===== src/hw/simd_fp_pkg.sv =====
package simd_fp_pkg;

  // --------------------------------------------------
  // Data path geometry
  // --------------------------------------------------
  localparam int unsigned FLEN       = 64;
  localparam int unsigned LANE_WIDTH = 32;
  // One lane per FP16 element
  localparam int unsigned NUM_LANES  = 4;

  // --------------------------------------------------
  // Formats and operations
  // --------------------------------------------------
  typedef enum logic {
    FP32 = 1'b0,
    FP16 = 1'b1
  } fp_format_e;

  typedef enum logic {
    SGNJ   = 1'b0,
    MINMAX = 1'b1
  } operation_e;

  // Variant select for the non-computational ops
  // MINMAX uses RNE as min and RTZ as max
  // SGNJ uses RNE as sgnj, RTZ as sgnjn and RDN as sgnjx
  typedef enum logic [2:0] {
    RNE = 3'b000,
    RTZ = 3'b001,
    RDN = 3'b010
  } roundmode_e;

  // --------------------------------------------------
  // Status word
  // --------------------------------------------------
  localparam int unsigned STATUS_WIDTH = 5;

  localparam int unsigned STATUS_NV = 4;
  localparam int unsigned STATUS_DZ = 3;
  localparam int unsigned STATUS_OF = 2;
  localparam int unsigned STATUS_UF = 1;
  localparam int unsigned STATUS_NX = 0;

  // Canonical quiet NaNs
  localparam logic [31:0] CANON_NAN_FP32 = 32'h7FC0_0000;
  localparam logic [15:0] CANON_NAN_FP16 = 16'h7E00;

  // One operand word seen as packed elements of either format
  typedef union packed {
    logic [1:0][31:0] fp32;
    logic [3:0][15:0] fp16;
  } operand_u;

endpackage


===== src/hw/simd_operand_unpack.sv =====
`timescale 1ns/10ps

module simd_operand_unpack (
  input  logic [simd_fp_pkg::FLEN-1:0]                                   op_a_i,
  input  logic [simd_fp_pkg::FLEN-1:0]                                   op_b_i,
  input  simd_fp_pkg::fp_format_e                                        fmt_i,
  input  logic                                                           vectorial_op_i,
  input  logic                                                           in_valid_i,
  output logic [simd_fp_pkg::NUM_LANES-1:0][simd_fp_pkg::LANE_WIDTH-1:0] lane_a_o,
  output logic [simd_fp_pkg::NUM_LANES-1:0][simd_fp_pkg::LANE_WIDTH-1:0] lane_b_o,
  output logic [simd_fp_pkg::NUM_LANES-1:0]                              lane_valid_o
);

  localparam int unsigned NumFp32 = simd_fp_pkg::FLEN / simd_fp_pkg::LANE_WIDTH;

  simd_fp_pkg::operand_u op_a_u;
  simd_fp_pkg::operand_u op_b_u;

  assign op_a_u = op_a_i;
  assign op_b_u = op_b_i;

  // Split one operand into lanes, FP16 elements sit in the low half of a lane
  function automatic logic [simd_fp_pkg::NUM_LANES-1:0][simd_fp_pkg::LANE_WIDTH-1:0]
      split_operand(input simd_fp_pkg::operand_u op, input simd_fp_pkg::fp_format_e fmt,
                    input logic vec);
    logic [simd_fp_pkg::NUM_LANES-1:0][simd_fp_pkg::LANE_WIDTH-1:0] lanes;
    lanes = '1;
    if (fmt == simd_fp_pkg::FP32) begin
      for (int i = 0; i < NumFp32; i++) begin
        lanes[i] = op.fp32[i];
      end
      // Scalar element must be NaN-boxed
      if (!vec && (op.fp32[NumFp32-1:1] != '1)) begin
        lanes[0] = simd_fp_pkg::CANON_NAN_FP32;
      end
    end else begin
      for (int i = 0; i < simd_fp_pkg::NUM_LANES; i++) begin
        lanes[i][15:0] = op.fp16[i];
      end
      if (!vec && (op.fp16[simd_fp_pkg::NUM_LANES-1:1] != '1)) begin
        lanes[0][15:0] = simd_fp_pkg::CANON_NAN_FP16;
      end
    end
    return lanes;
  endfunction

  assign lane_a_o = split_operand(op_a_u, fmt_i, vectorial_op_i);
  assign lane_b_o = split_operand(op_b_u, fmt_i, vectorial_op_i);

  // --------------------------------------------------
  // Lane valids
  // --------------------------------------------------
  always_comb begin
    lane_valid_o    = '0;
    lane_valid_o[0] = in_valid_i;
    for (int i = 1; i < simd_fp_pkg::NUM_LANES; i++) begin
      // Upper lanes only in vector mode and only if the format has an element there
      lane_valid_o[i] = in_valid_i & vectorial_op_i &
                        ((fmt_i == simd_fp_pkg::FP16) || (i < NumFp32));
    end
  end

endmodule


===== src/hw/noncomp_lane.sv =====
`timescale 1ns/10ps

module noncomp_lane #(
  parameter int unsigned NumPipeRegs = 2
) (
  input  logic                               clk_i,
  input  logic                               rst_n_i,
  input  logic [simd_fp_pkg::LANE_WIDTH-1:0] a_i,
  input  logic [simd_fp_pkg::LANE_WIDTH-1:0] b_i,
  input  simd_fp_pkg::operation_e            op_i,
  input  simd_fp_pkg::roundmode_e            rnd_mode_i,
  input  simd_fp_pkg::fp_format_e            fmt_i,
  output logic [simd_fp_pkg::LANE_WIDTH-1:0] result_o,
  output logic                               nv_o
);

  logic        is_fp16;
  logic        sign_a, sign_b, new_sign;
  logic [30:0] mag_a, mag_b;
  logic        a_nan, b_nan, a_snan, b_snan;
  logic        a_zero, b_zero;
  logic        a_lt_b, pick_a;
  logic [simd_fp_pkg::LANE_WIDTH-1:0] canon_nan, sgnj_res, res_d;
  logic        nv_d;

  // --------------------------------------------------
  // Operand classification
  // --------------------------------------------------
  assign is_fp16 = (fmt_i == simd_fp_pkg::FP16);

  assign sign_a = is_fp16 ? a_i[15] : a_i[31];
  assign sign_b = is_fp16 ? b_i[15] : b_i[31];
  assign mag_a  = is_fp16 ? {16'b0, a_i[14:0]} : a_i[30:0];
  assign mag_b  = is_fp16 ? {16'b0, b_i[14:0]} : b_i[30:0];

  // Exponent all ones with a nonzero mantissa
  assign a_nan  = is_fp16 ? (&a_i[14:10] && |a_i[9:0]) : (&a_i[30:23] && |a_i[22:0]);
  assign b_nan  = is_fp16 ? (&b_i[14:10] && |b_i[9:0]) : (&b_i[30:23] && |b_i[22:0]);
  assign a_snan = a_nan & ~(is_fp16 ? a_i[9] : a_i[22]);
  assign b_snan = b_nan & ~(is_fp16 ? b_i[9] : b_i[22]);
  assign a_zero = (mag_a == '0);
  assign b_zero = (mag_b == '0);

  // Sign-magnitude order, -0 below +0
  always_comb begin
    if (a_zero && b_zero) begin
      a_lt_b = sign_a & ~sign_b;
    end else if (sign_a != sign_b) begin
      a_lt_b = sign_a;
    end else if (sign_a) begin
      a_lt_b = (mag_a > mag_b);
    end else begin
      a_lt_b = (mag_a < mag_b);
    end
  end

  assign pick_a    = (rnd_mode_i == simd_fp_pkg::RTZ) ? ~a_lt_b : a_lt_b;
  assign canon_nan = is_fp16 ? {16'hFFFF, simd_fp_pkg::CANON_NAN_FP16}
                             : simd_fp_pkg::CANON_NAN_FP32;

  // Sign injection variants
  always_comb begin
    case (rnd_mode_i)
      simd_fp_pkg::RTZ: new_sign = ~sign_b;
      simd_fp_pkg::RDN: new_sign = sign_a ^ sign_b;
      default:          new_sign = sign_b;
    endcase
  end

  assign sgnj_res = is_fp16 ? {16'hFFFF, new_sign, a_i[14:0]} : {new_sign, a_i[30:0]};

  always_comb begin
    nv_d = 1'b0;
    if (op_i == simd_fp_pkg::MINMAX) begin
      nv_d = a_snan | b_snan;
      if (a_nan && b_nan)  res_d = canon_nan;
      else if (a_nan)      res_d = b_i;
      else if (b_nan)      res_d = a_i;
      else                 res_d = pick_a ? a_i : b_i;
    end else begin
      res_d = sgnj_res;
    end
  end

  // --------------------------------------------------
  // Result pipeline
  // --------------------------------------------------
  logic [simd_fp_pkg::LANE_WIDTH-1:0] res_q [0:NumPipeRegs];
  logic                               nv_q  [0:NumPipeRegs];

  assign res_q[0] = res_d;
  assign nv_q[0]  = nv_d;

  for (genvar i = 0; i < NumPipeRegs; i++) begin : gen_stage
    always_ff @(posedge clk_i) begin
      res_q[i+1] <= res_q[i];
    end

    always_ff @(posedge clk_i or negedge rst_n_i) begin
      if (!rst_n_i) begin
        nv_q[i+1] <= 1'b0;
      end else begin
        nv_q[i+1] <= nv_q[i];
      end
    end
  end

  assign result_o = res_q[NumPipeRegs];
  assign nv_o     = nv_q[NumPipeRegs];

endmodule


===== src/hw/slice_meta_pipe.sv =====
`timescale 1ns/10ps

module slice_meta_pipe #(
  parameter int unsigned NumPipeRegs = 2,
  parameter int unsigned TagWidth    = 8
) (
  input  logic                              clk_i,
  input  logic                              rst_n_i,
  input  logic                              valid_i,
  input  logic [simd_fp_pkg::NUM_LANES-1:0] lane_valid_i,
  input  simd_fp_pkg::fp_format_e           fmt_i,
  input  logic                              vectorial_i,
  input  logic [simd_fp_pkg::NUM_LANES-1:0] mask_i,
  input  logic [TagWidth-1:0]               tag_i,
  output logic                              valid_o,
  output logic [simd_fp_pkg::NUM_LANES-1:0] lane_valid_o,
  output simd_fp_pkg::fp_format_e           fmt_o,
  output logic                              vectorial_o,
  output logic [simd_fp_pkg::NUM_LANES-1:0] mask_o,
  output logic [TagWidth-1:0]               tag_o,
  output logic                              busy_o
);

  // Index i holds the field after i register stages
  logic                              valid_q      [0:NumPipeRegs];
  logic [simd_fp_pkg::NUM_LANES-1:0] lane_valid_q [0:NumPipeRegs];
  simd_fp_pkg::fp_format_e           fmt_q        [0:NumPipeRegs];
  logic                              vec_q        [0:NumPipeRegs];
  logic [simd_fp_pkg::NUM_LANES-1:0] mask_q       [0:NumPipeRegs];
  logic [TagWidth-1:0]               tag_q        [0:NumPipeRegs];

  assign valid_q[0]      = valid_i;
  assign lane_valid_q[0] = lane_valid_i;
  assign fmt_q[0]        = fmt_i;
  assign vec_q[0]        = vectorial_i;
  assign mask_q[0]       = mask_i;
  assign tag_q[0]        = tag_i;

  for (genvar i = 0; i < NumPipeRegs; i++) begin : gen_stage
    always_ff @(posedge clk_i or negedge rst_n_i) begin
      if (!rst_n_i) begin
        valid_q[i+1]      <= 1'b0;
        lane_valid_q[i+1] <= '0;
      end else begin
        valid_q[i+1]      <= valid_q[i];
        lane_valid_q[i+1] <= lane_valid_q[i];
      end
    end

    always_ff @(posedge clk_i) begin
      fmt_q[i+1]  <= fmt_q[i];
      vec_q[i+1]  <= vec_q[i];
      mask_q[i+1] <= mask_q[i];
      tag_q[i+1]  <= tag_q[i];
    end
  end

  // Any occupied stage, the output stage included
  always_comb begin
    busy_o = valid_q[NumPipeRegs];
    for (int i = 1; i < NumPipeRegs; i++) begin
      busy_o |= valid_q[i];
    end
  end

  assign valid_o      = valid_q[NumPipeRegs];
  assign lane_valid_o = lane_valid_q[NumPipeRegs];
  assign fmt_o        = fmt_q[NumPipeRegs];
  assign vectorial_o  = vec_q[NumPipeRegs];
  assign mask_o       = mask_q[NumPipeRegs];
  assign tag_o        = tag_q[NumPipeRegs];

endmodule


===== src/hw/simd_result_pack.sv =====
`timescale 1ns/10ps

module simd_result_pack (
  input  logic [simd_fp_pkg::NUM_LANES-1:0][simd_fp_pkg::LANE_WIDTH-1:0] lane_result_i,
  input  logic [simd_fp_pkg::NUM_LANES-1:0]                              lane_nv_i,
  input  logic [simd_fp_pkg::NUM_LANES-1:0]                              lane_valid_i,
  input  logic [simd_fp_pkg::NUM_LANES-1:0]                              mask_i,
  input  simd_fp_pkg::fp_format_e                                        fmt_i,
  input  logic                                                           vectorial_i,
  output logic [simd_fp_pkg::FLEN-1:0]                                   result_o,
  output logic [simd_fp_pkg::STATUS_WIDTH-1:0]                           status_o
);

  localparam int unsigned NumFp32 = simd_fp_pkg::FLEN / simd_fp_pkg::LANE_WIDTH;

  simd_fp_pkg::operand_u res_u;
  logic                  nv_any;

  // --------------------------------------------------
  // Result assembly
  // --------------------------------------------------
  // Unused element slots stay all ones, which NaN-boxes scalar results
  always_comb begin
    res_u = '1;
    if (fmt_i == simd_fp_pkg::FP32) begin
      for (int i = 0; i < NumFp32; i++) begin
        if ((i == 0) || vectorial_i) begin
          res_u.fp32[i] = lane_result_i[i];
        end
      end
    end else begin
      for (int i = 0; i < simd_fp_pkg::NUM_LANES; i++) begin
        if ((i == 0) || vectorial_i) begin
          res_u.fp16[i] = lane_result_i[i][15:0];
        end
      end
    end
  end

  assign result_o = res_u;

  // --------------------------------------------------
  // Status collapse
  // --------------------------------------------------
  // Only active and unmasked lanes may raise invalid
  assign nv_any = |(lane_nv_i & lane_valid_i & mask_i);

  always_comb begin
    status_o[simd_fp_pkg::STATUS_NV] = nv_any;
    // No rounding or arithmetic here, so the other flags never fire
    status_o[simd_fp_pkg::STATUS_DZ] = 1'b0;
    status_o[simd_fp_pkg::STATUS_OF] = 1'b0;
    status_o[simd_fp_pkg::STATUS_UF] = 1'b0;
    status_o[simd_fp_pkg::STATUS_NX] = 1'b0;
  end

endmodule


===== src/hw/noncomp_multifmt_slice.sv =====
`timescale 1ns/10ps

module noncomp_multifmt_slice #(
  parameter int unsigned NumPipeRegs = 2,
  parameter int unsigned TagWidth    = 8
) (
  input  logic                                 clk_i,
  input  logic                                 rst_n_i,
  input  logic                                 in_valid_i,
  input  logic [simd_fp_pkg::FLEN-1:0]         op_a_i,
  input  logic [simd_fp_pkg::FLEN-1:0]         op_b_i,
  input  simd_fp_pkg::operation_e              op_i,
  input  simd_fp_pkg::roundmode_e              rnd_mode_i,
  input  simd_fp_pkg::fp_format_e              fmt_i,
  input  logic                                 vectorial_op_i,
  input  logic [simd_fp_pkg::NUM_LANES-1:0]    simd_mask_i,
  input  logic [TagWidth-1:0]                  tag_i,
  output logic [simd_fp_pkg::FLEN-1:0]         result_o,
  output logic [simd_fp_pkg::STATUS_WIDTH-1:0] status_o,
  output logic [TagWidth-1:0]                  tag_o,
  output logic                                 out_valid_o,
  output logic                                 busy_o
);

  logic [simd_fp_pkg::NUM_LANES-1:0][simd_fp_pkg::LANE_WIDTH-1:0] lane_a, lane_b, lane_result;
  logic [simd_fp_pkg::NUM_LANES-1:0] lane_valid, lane_nv;

  // Sideband after the pipeline
  logic [simd_fp_pkg::NUM_LANES-1:0] lane_valid_q, mask_q;
  simd_fp_pkg::fp_format_e           fmt_q;
  logic                              vectorial_q;

  // --------------------------------------------------
  // Input side
  // --------------------------------------------------
  simd_operand_unpack i_unpack (
    .op_a_i         (op_a_i),
    .op_b_i         (op_b_i),
    .fmt_i          (fmt_i),
    .vectorial_op_i (vectorial_op_i),
    .in_valid_i     (in_valid_i),
    .lane_a_o       (lane_a),
    .lane_b_o       (lane_b),
    .lane_valid_o   (lane_valid)
  );

  // --------------------------------------------------
  // Lanes and sideband pipe
  // --------------------------------------------------
  for (genvar lane = 0; lane < simd_fp_pkg::NUM_LANES; lane++) begin : gen_lanes
    noncomp_lane #(.NumPipeRegs(NumPipeRegs)) i_lane (
      .clk_i      (clk_i),
      .rst_n_i    (rst_n_i),
      .a_i        (lane_a[lane]),
      .b_i        (lane_b[lane]),
      .op_i       (op_i),
      .rnd_mode_i (rnd_mode_i),
      .fmt_i      (fmt_i),
      .result_o   (lane_result[lane]),
      .nv_o       (lane_nv[lane])
    );
  end

  slice_meta_pipe #(.NumPipeRegs(NumPipeRegs), .TagWidth(TagWidth)) i_meta (
    .clk_i        (clk_i),
    .rst_n_i      (rst_n_i),
    .valid_i      (in_valid_i),
    .lane_valid_i (lane_valid),
    .fmt_i        (fmt_i),
    .vectorial_i  (vectorial_op_i),
    .mask_i       (simd_mask_i),
    .tag_i        (tag_i),
    .valid_o      (out_valid_o),
    .lane_valid_o (lane_valid_q),
    .fmt_o        (fmt_q),
    .vectorial_o  (vectorial_q),
    .mask_o       (mask_q),
    .tag_o        (tag_o),
    .busy_o       (busy_o)
  );

  // Output side
  simd_result_pack i_pack (
    .lane_result_i (lane_result),
    .lane_nv_i     (lane_nv),
    .lane_valid_i  (lane_valid_q),
    .mask_i        (mask_q),
    .fmt_i         (fmt_q),
    .vectorial_i   (vectorial_q),
    .result_o      (result_o),
    .status_o      (status_o)
  );

endmodule


===== config.mk =====
export PLATFORM = sky130hd
export DESIGN_NAME = noncomp_multifmt_slice
export DESIGN_NICKNAME = d
export VERILOG_FILES = /design/src/hw/simd_fp_pkg.sv /design/src/hw/simd_operand_unpack.sv /design/src/hw/noncomp_lane.sv /design/src/hw/slice_meta_pipe.sv /design/src/hw/simd_result_pack.sv /design/src/hw/noncomp_multifmt_slice.sv
export SDC_FILE = /design/constraint.sdc
export NUM_CORES = 1
export LEC_CHECK = 0
export BUFFER_PORTS_ARGS = -buffer_cell sky130_fd_sc_hd__buf_4
export CAP_MARGIN = 10
export CORE_MARGIN = 1.5
export CORE_UTILIZATION = 49
export CTS_CLUSTER_SIZE = 25
export DETAILED_ROUTE_END_ITERATION = 6
export GPL_TIMING_DRIVEN = 1
export PLACE_DENSITY = 0.7
export SLEW_MARGIN = 20
export SYNTH_ARGS = -nofsm -noshare
export SYNTH_HDL_FRONTEND = slang
export SYNTH_SLANG_ARGS = --single-unit

===== constraint.sdc =====
create_clock -name clk_i -period 1.85 [get_ports clk_i]
set_input_delay 0.37 -clock clk_i [delete_from_list [all_inputs] [get_ports clk_i]]
set_output_delay 0.37 -clock clk_i [all_outputs]
set_load 0.02 [all_outputs]

==> out/results.txt, run 1 <==
Status -> stopped before the end
Stopping stage -> global routing
Run Error -> [ERROR GRT-0232] Routing congestion too high. Check the congestion heatmap in the GUI.
Chip width -> 165 um
Synth Flop Type -> dfxtp_1
Unique masters post-synth -> 79
GR Overflow Total -> 89
PortBufs -> 223
Synth async-reset ratio -> 5.98%
# clock sinks -> 234
EDFF count, synth -> 0
Pin count of the biggest net entering global routing -> 33
Die height -> 165 um
HPWL Detailed -> 42.1 mm
Num CTS Buffers -> 24
H-tree levels -> 1
Syn_area_per_cell -> 8.62 um^2
GR Util All Layers -> 80.1%
Gpl congestion -> 1.06
Ys Warns -> 0
CTS Buffer Depth -> 3
Post-synthesis instance total -> 1,486
Sequential cell area fraction in the yosys report -> 37.1%
Post-Syn Area -> 12,800 um^2
Worst ep type -> sequential cell input
Antenna violations before repair -> 26
Rows -> 58
Root Driver -> clkbuf_16
Initial core utilization -> 50.4%
I/O pin total -> 228
Worst_ep grt -> gen_lanes[0].i_lane.res_q[52]$_DFF_P_/D
Synth Register Bits -> 234
## synth_stat cells, drive strengths merged (4+ instances only)
library cell  count  share of area (%)
or3               5               0.24
o211ai            8               0.47
clkbuf           54                1.6
a211oi           11               0.64
o21a             14               0.82
o22ai            14               0.68
o41ai             6               0.62
inv              30               0.88
a22o              8               0.55
nand4            43                2.2
a21o             32                1.9
a21oi            84                3.3
or2               6               0.29
nand3            35                1.4
ha               94                9.2
o22a             27                1.8
nor4             24                1.5
and3             17               0.83
mux2             12                1.1
and2             14               0.68
nand2b           36                1.8
dfrtp            14                2.7
nor2            137                4.0
mux2i            54                4.2
buf              50                2.4
nor3             35                1.4
a221o            10               0.78
o32a              6               0.47
a31oi            12               0.59
nor2b            46                2.2
a21boi           13               0.85
or4              10               0.59
nand2           160                4.7
a311oi            9               0.62
dfxtp           220                 34
a221oi            4               0.27
o21ai            67                2.6
o221a             4               0.35
o31ai            14               0.97
## per-layer routing
layer	GRT usage [%]	GRT overflow
met5	46.4	0
met3	69.2	7
met1	80.5	2
met2	93.3	32
met4	75.6	48
## kinds of logic after synthesis
group	synth area share (%)
and+or+nand+nor	22.6
adders and majority gates	9.18
other	0.0293
DFF	37.1
buffers and inverters	4.89
xor gates and xnor gates	0.264
muxes	5.27
AOI/OAI and AO/OA	20.7
## metrics by stage
| step | setup slack (ns) | instances | area, um^2 |
|---|---|---|---|
| global placement | -2.54 | 2365 | 18000 |
| CTS | -1.80 | 2504 | 22000 |
| floorplan | -2.18 | 1489 | 13400 |
| detailed placement | -2.66 | 2365 | 18000 |
## timing repair
action,4_1_cts
hold buffers,14
buffers inserted,79
gates resized for setup,487
hold endpoints to repair,27
endpoints found under the setup margin,147
pin swaps,148
cloned,14
==> run 2: changes to the inputs <==
--- a/config.mk
+++ b/config.mk
@@ -8,11 +8,10 @@
 export BUFFER_PORTS_ARGS = -buffer_cell sky130_fd_sc_hd__buf_4
 export CAP_MARGIN = 10
 export CORE_MARGIN = 1.5
-export CORE_UTILIZATION = 49
-export CTS_CLUSTER_SIZE = 25
+export CORE_UTILIZATION = 34
 export DETAILED_ROUTE_END_ITERATION = 6
 export GPL_TIMING_DRIVEN = 1
-export PLACE_DENSITY = 0.7
+export PLACE_DENSITY_LB_ADDON = 0.15
 export SLEW_MARGIN = 20
 export SYNTH_ARGS = -nofsm -noshare
 export SYNTH_HDL_FRONTEND = slang
==> constraint.sdc (replaced) <==
create_clock -name clk_i -period 2.4 [get_ports clk_i]
set_input_delay 0.48 -clock clk_i [delete_from_list [all_inputs] [get_ports clk_i]]
set_output_delay 0.48 -clock clk_i [all_outputs]
set_load 0.02 [all_outputs]
==> run 2 against run 1 <==
Synthesized cell count did not move. The flow now finishes, with violations (setup timing). Synthesized area did not move.
==> out/results.txt, run 2 <==
Peak supply drop -> 511 uV
Area grow syn2layout -> 74.9%
Layout cells sized above 1 -> 51.0%
DRT Pass-1 Iters -> 5
Post-Route WL -> 60.3 mm
Synth Register Bits -> 234 (unchanged)
EDFF count, synth -> 0 (unchanged)
Post-Place Setup Slack -> -2.34 ns (+0.328 ns)
FF+latch area -> 4760 um^2
Clock latency at the later pin of the worst-skew pair -> 0.55 ns
Post-synthesis instance total -> 1,486 (unchanged)
Area contributors post-synth -> dfxtp_1 34%, ha_1 9.2%, nand2_1 4.7%, mux2i_1 4.2%, nor2_1 4.0%
PortBufs -> 223 (unchanged)
Routed vias -> 14,611
Most frequent standard cell in the layout excluding fill and tap cells -> buf_4
Final slew viol count -> 0
DRC viols -> 0
CP Capture Type -> flop
Die height -> 197 um (+20%)
Vias in the first global route -> 14,466
Reg clk slew, reported paths -> 0.06 ns
Final min period -> 3.84 ns
Initial DRC count -> 1,100
Syn_area_per_cell -> 8.62 um^2 (unchanged)
Unique masters post-synth -> 79 (unchanged)
HPWL Detailed -> 45.3 mm (+7.6%)
Initial core utilization -> 34.7% (-16 points)
Largest area contributor in the netlist -> dfxtp_1
Synth top cells by count -> 220 x dfxtp_1, 160 x nand2_1, 136 x nor2_1, 94 x ha_1, 82 x a21oi_1
I/O pin total -> 228 (unchanged)
Final setup vio count -> 98
Pin count of the biggest net entering global routing -> 33
Final hold slack -> 0.0395 ns
RSZ-0062 raised after global routing -> yes
Count leader, synth -> dfxtp_1
Max Cap Violations -> 0
Post-Syn Area -> 12,800 um^2 (unchanged)
Setup slack after layout -> -1.44 ns
WL/cell -> 22.3 um
Fmax -> 261 MHz
Area post-placement -> 18,400 um^2 (+2.0%)
Period utilization -> 160%
First-pass GRT wire length -> 87.7 mm
Multi-input logic area -> 9440 um^2
# clock sinks -> 234 (unchanged)
Slew @ Worst Pin -> 0.516 ns
Failing checks -> setup timing
CP Launch Type -> input pin
Antenna viol nets, final -> 0
Rel. slew slack -> 65.3%
Arrival time worst endpoint -> 4.26 ns
Nets@finish -> 2,418
Commonest cells after routing, fill and taps aside -> 648 x buf_4, 219 x dfxtp_1, 135 x nand2_1
Die area -> 38,800 um^2
Sequential cell area fraction in the yosys report -> 37.1% (unchanged)
Power Dens Cells -> 581 nW/um^2
Core Region -> 36,900 um^2
Chip width -> 197 um (+20%)
CP required -> 2.82 ns
H-tree levels -> 1 (unchanged)
Gpl congestion -> 0.993 (-6.4%)
CTS Buffer Depth -> 3 (unchanged)
CTS tree -> yes
Status -> finished, violations left
Root Driver -> clkbuf_16
Clock Skews -> 0.0161 ns
Synth Flop Type -> dfxtp_1
GR Overflow Total -> 0
Num CTS Buffers -> 26 (+8.3%)
Final hold vios -> 0
Filler cells -> 3,149
Top-area cell type share of the netlist area -> 34.4% (unchanged)
Vias/cell -> 5.41
Critical Path Fanout Max -> 9
Ys Warns -> 0 (unchanged)
P_leak -> 10.2 nW
Final core occ -> 60.8%
Final Instance Area -> 22,400 um^2
CP Class -> in2reg
Rows -> 70 (+21%)
GR Util All Layers -> 29.9%
Antenna violations before repair -> 3
Class of the worst hold path -> in2reg
Synth async-reset ratio -> 5.98% (unchanged)
==> run 2: path summary, 6_finish.rpt <==
| check | startpoint | endpoint | slack (ns) | depth (start not counted) |
|---|---|---|---|---|
| max in group asynchronous | rst_n_i | i_meta.lane_valid_o[2] | 1.91 | 2 |
| setup / recovery | op_a_i[38] | gen_lanes[0].i_lane.res_q[53] | -1.44 | 22 |
| hold reg to reg | gen_lanes[3].i_lane.res_q[32] | gen_lanes[3].i_lane.result_o[0] | 0.32 | 0 |
| setup reg to reg | gen_lanes[0].i_lane.res_q[63] | gen_lanes[0].i_lane.result_o[31] | 1.89 | 0 |
| min in group asynchronous | rst_n_i | gen_lanes[3].i_lane.nv_q[1] | 0.31 | 2 |
| hold / removal | simd_mask_i[1] | i_meta.mask_q[5] | 0.04 | 1 |
==> run 2: critical path, stage by stage <==
cell	delay (ns)
buf_4	0.12
nand4_1	0.21
nor3_2	0.23
buf_4	0.16
and3_4	0.22
nor2_4	0.07
buf_4	0.14
nor2_2	0.07
nor2_1	0.04
ha_1	0.30
nand4_1	0.17
nor2_2	0.17
buf_4	0.14
a21oi_4	0.07
nand2_1	0.10
o221ai_2	0.09
a41o_1	0.25
o31ai_4	0.28
xnor2_2	0.15
o22a_2	0.25
a21boi_4	0.18
a221o_1	0.35
==> run 2: repair_timing <==
| item | in CTS | in global routing |
|---|---|---|
| hold endpoints to repair | 14 | 0 |
| cloned | 8 | 1 |
| hold buffers | 1 | 0 |
| buffers inserted | 92 | 32 |
| endpoints found under the setup margin | 98 | 104 |
| pin swaps | 101 | 128 |
| gates resized for setup | 275 | 205 |
==> run 2: layout make-up <==
type                            instances  share of cell area [%]
Timing Repair Buffer                  761                    29.0
Sequential cell                       234                    21.2
Tap cell                              504                    2.81
Antenna cell                            1                  0.0112
Clock inverter                         20                    1.21
Inverter                               31                   0.575
Clock buffer                           28                    3.03
Multi-Input combinational cell       1121                    42.2
==> run 2: cell families (layout without fill, tap and decap cells) <==
kind of cell,after synthesis,count (layout),share of synthesized area (%)
fa+ha+maj,94,94,9.18
compound gates,375,375,20.7
xor+xnor,3,3,0.264
buf+inv,135,840,4.89
mux,66,66,5.27
other cells,1,5,0.0293
simple gates,578,579,22.6
flops,234,234,37.1
==> run 2: per-stage QoR <==
step	TNS, ns	power, mW	instances
6_report	-104.98	13.0	2700
5_1_grt	-114.92	13.5	2699
4_1_cts	-104.46	12.8	2687
3_5_place_dp	-185.36	7.78	2549
3_3_place_gp	-183.47	7.77	2549
2_1_floorplan	-149.36	6.13	1489
==> run 2: per-layer routing <==
metal  track usage, %  vias to the layer above  part of all wire, %
li1                 -                     6800                    -
met1             40.1                     7084                   44
met2             47.7                      584                   45
met3             5.02                      141                  6.1
met4             12.0                        2                  4.1
met5                0                        -                0.022
==> run 2: power by group <==
part	leakage (nW)	internal [mW]	total (mW)	switching, mW
clock	0.455	2.62	4.34	1.72
sequential	2.03	4.32	4.46	0.140
combinational	7.69	2.10	4.22	2.11
total	10.2	9.05	13.0	3.98
No activity file was read; power rests on OpenSTA's default activity.
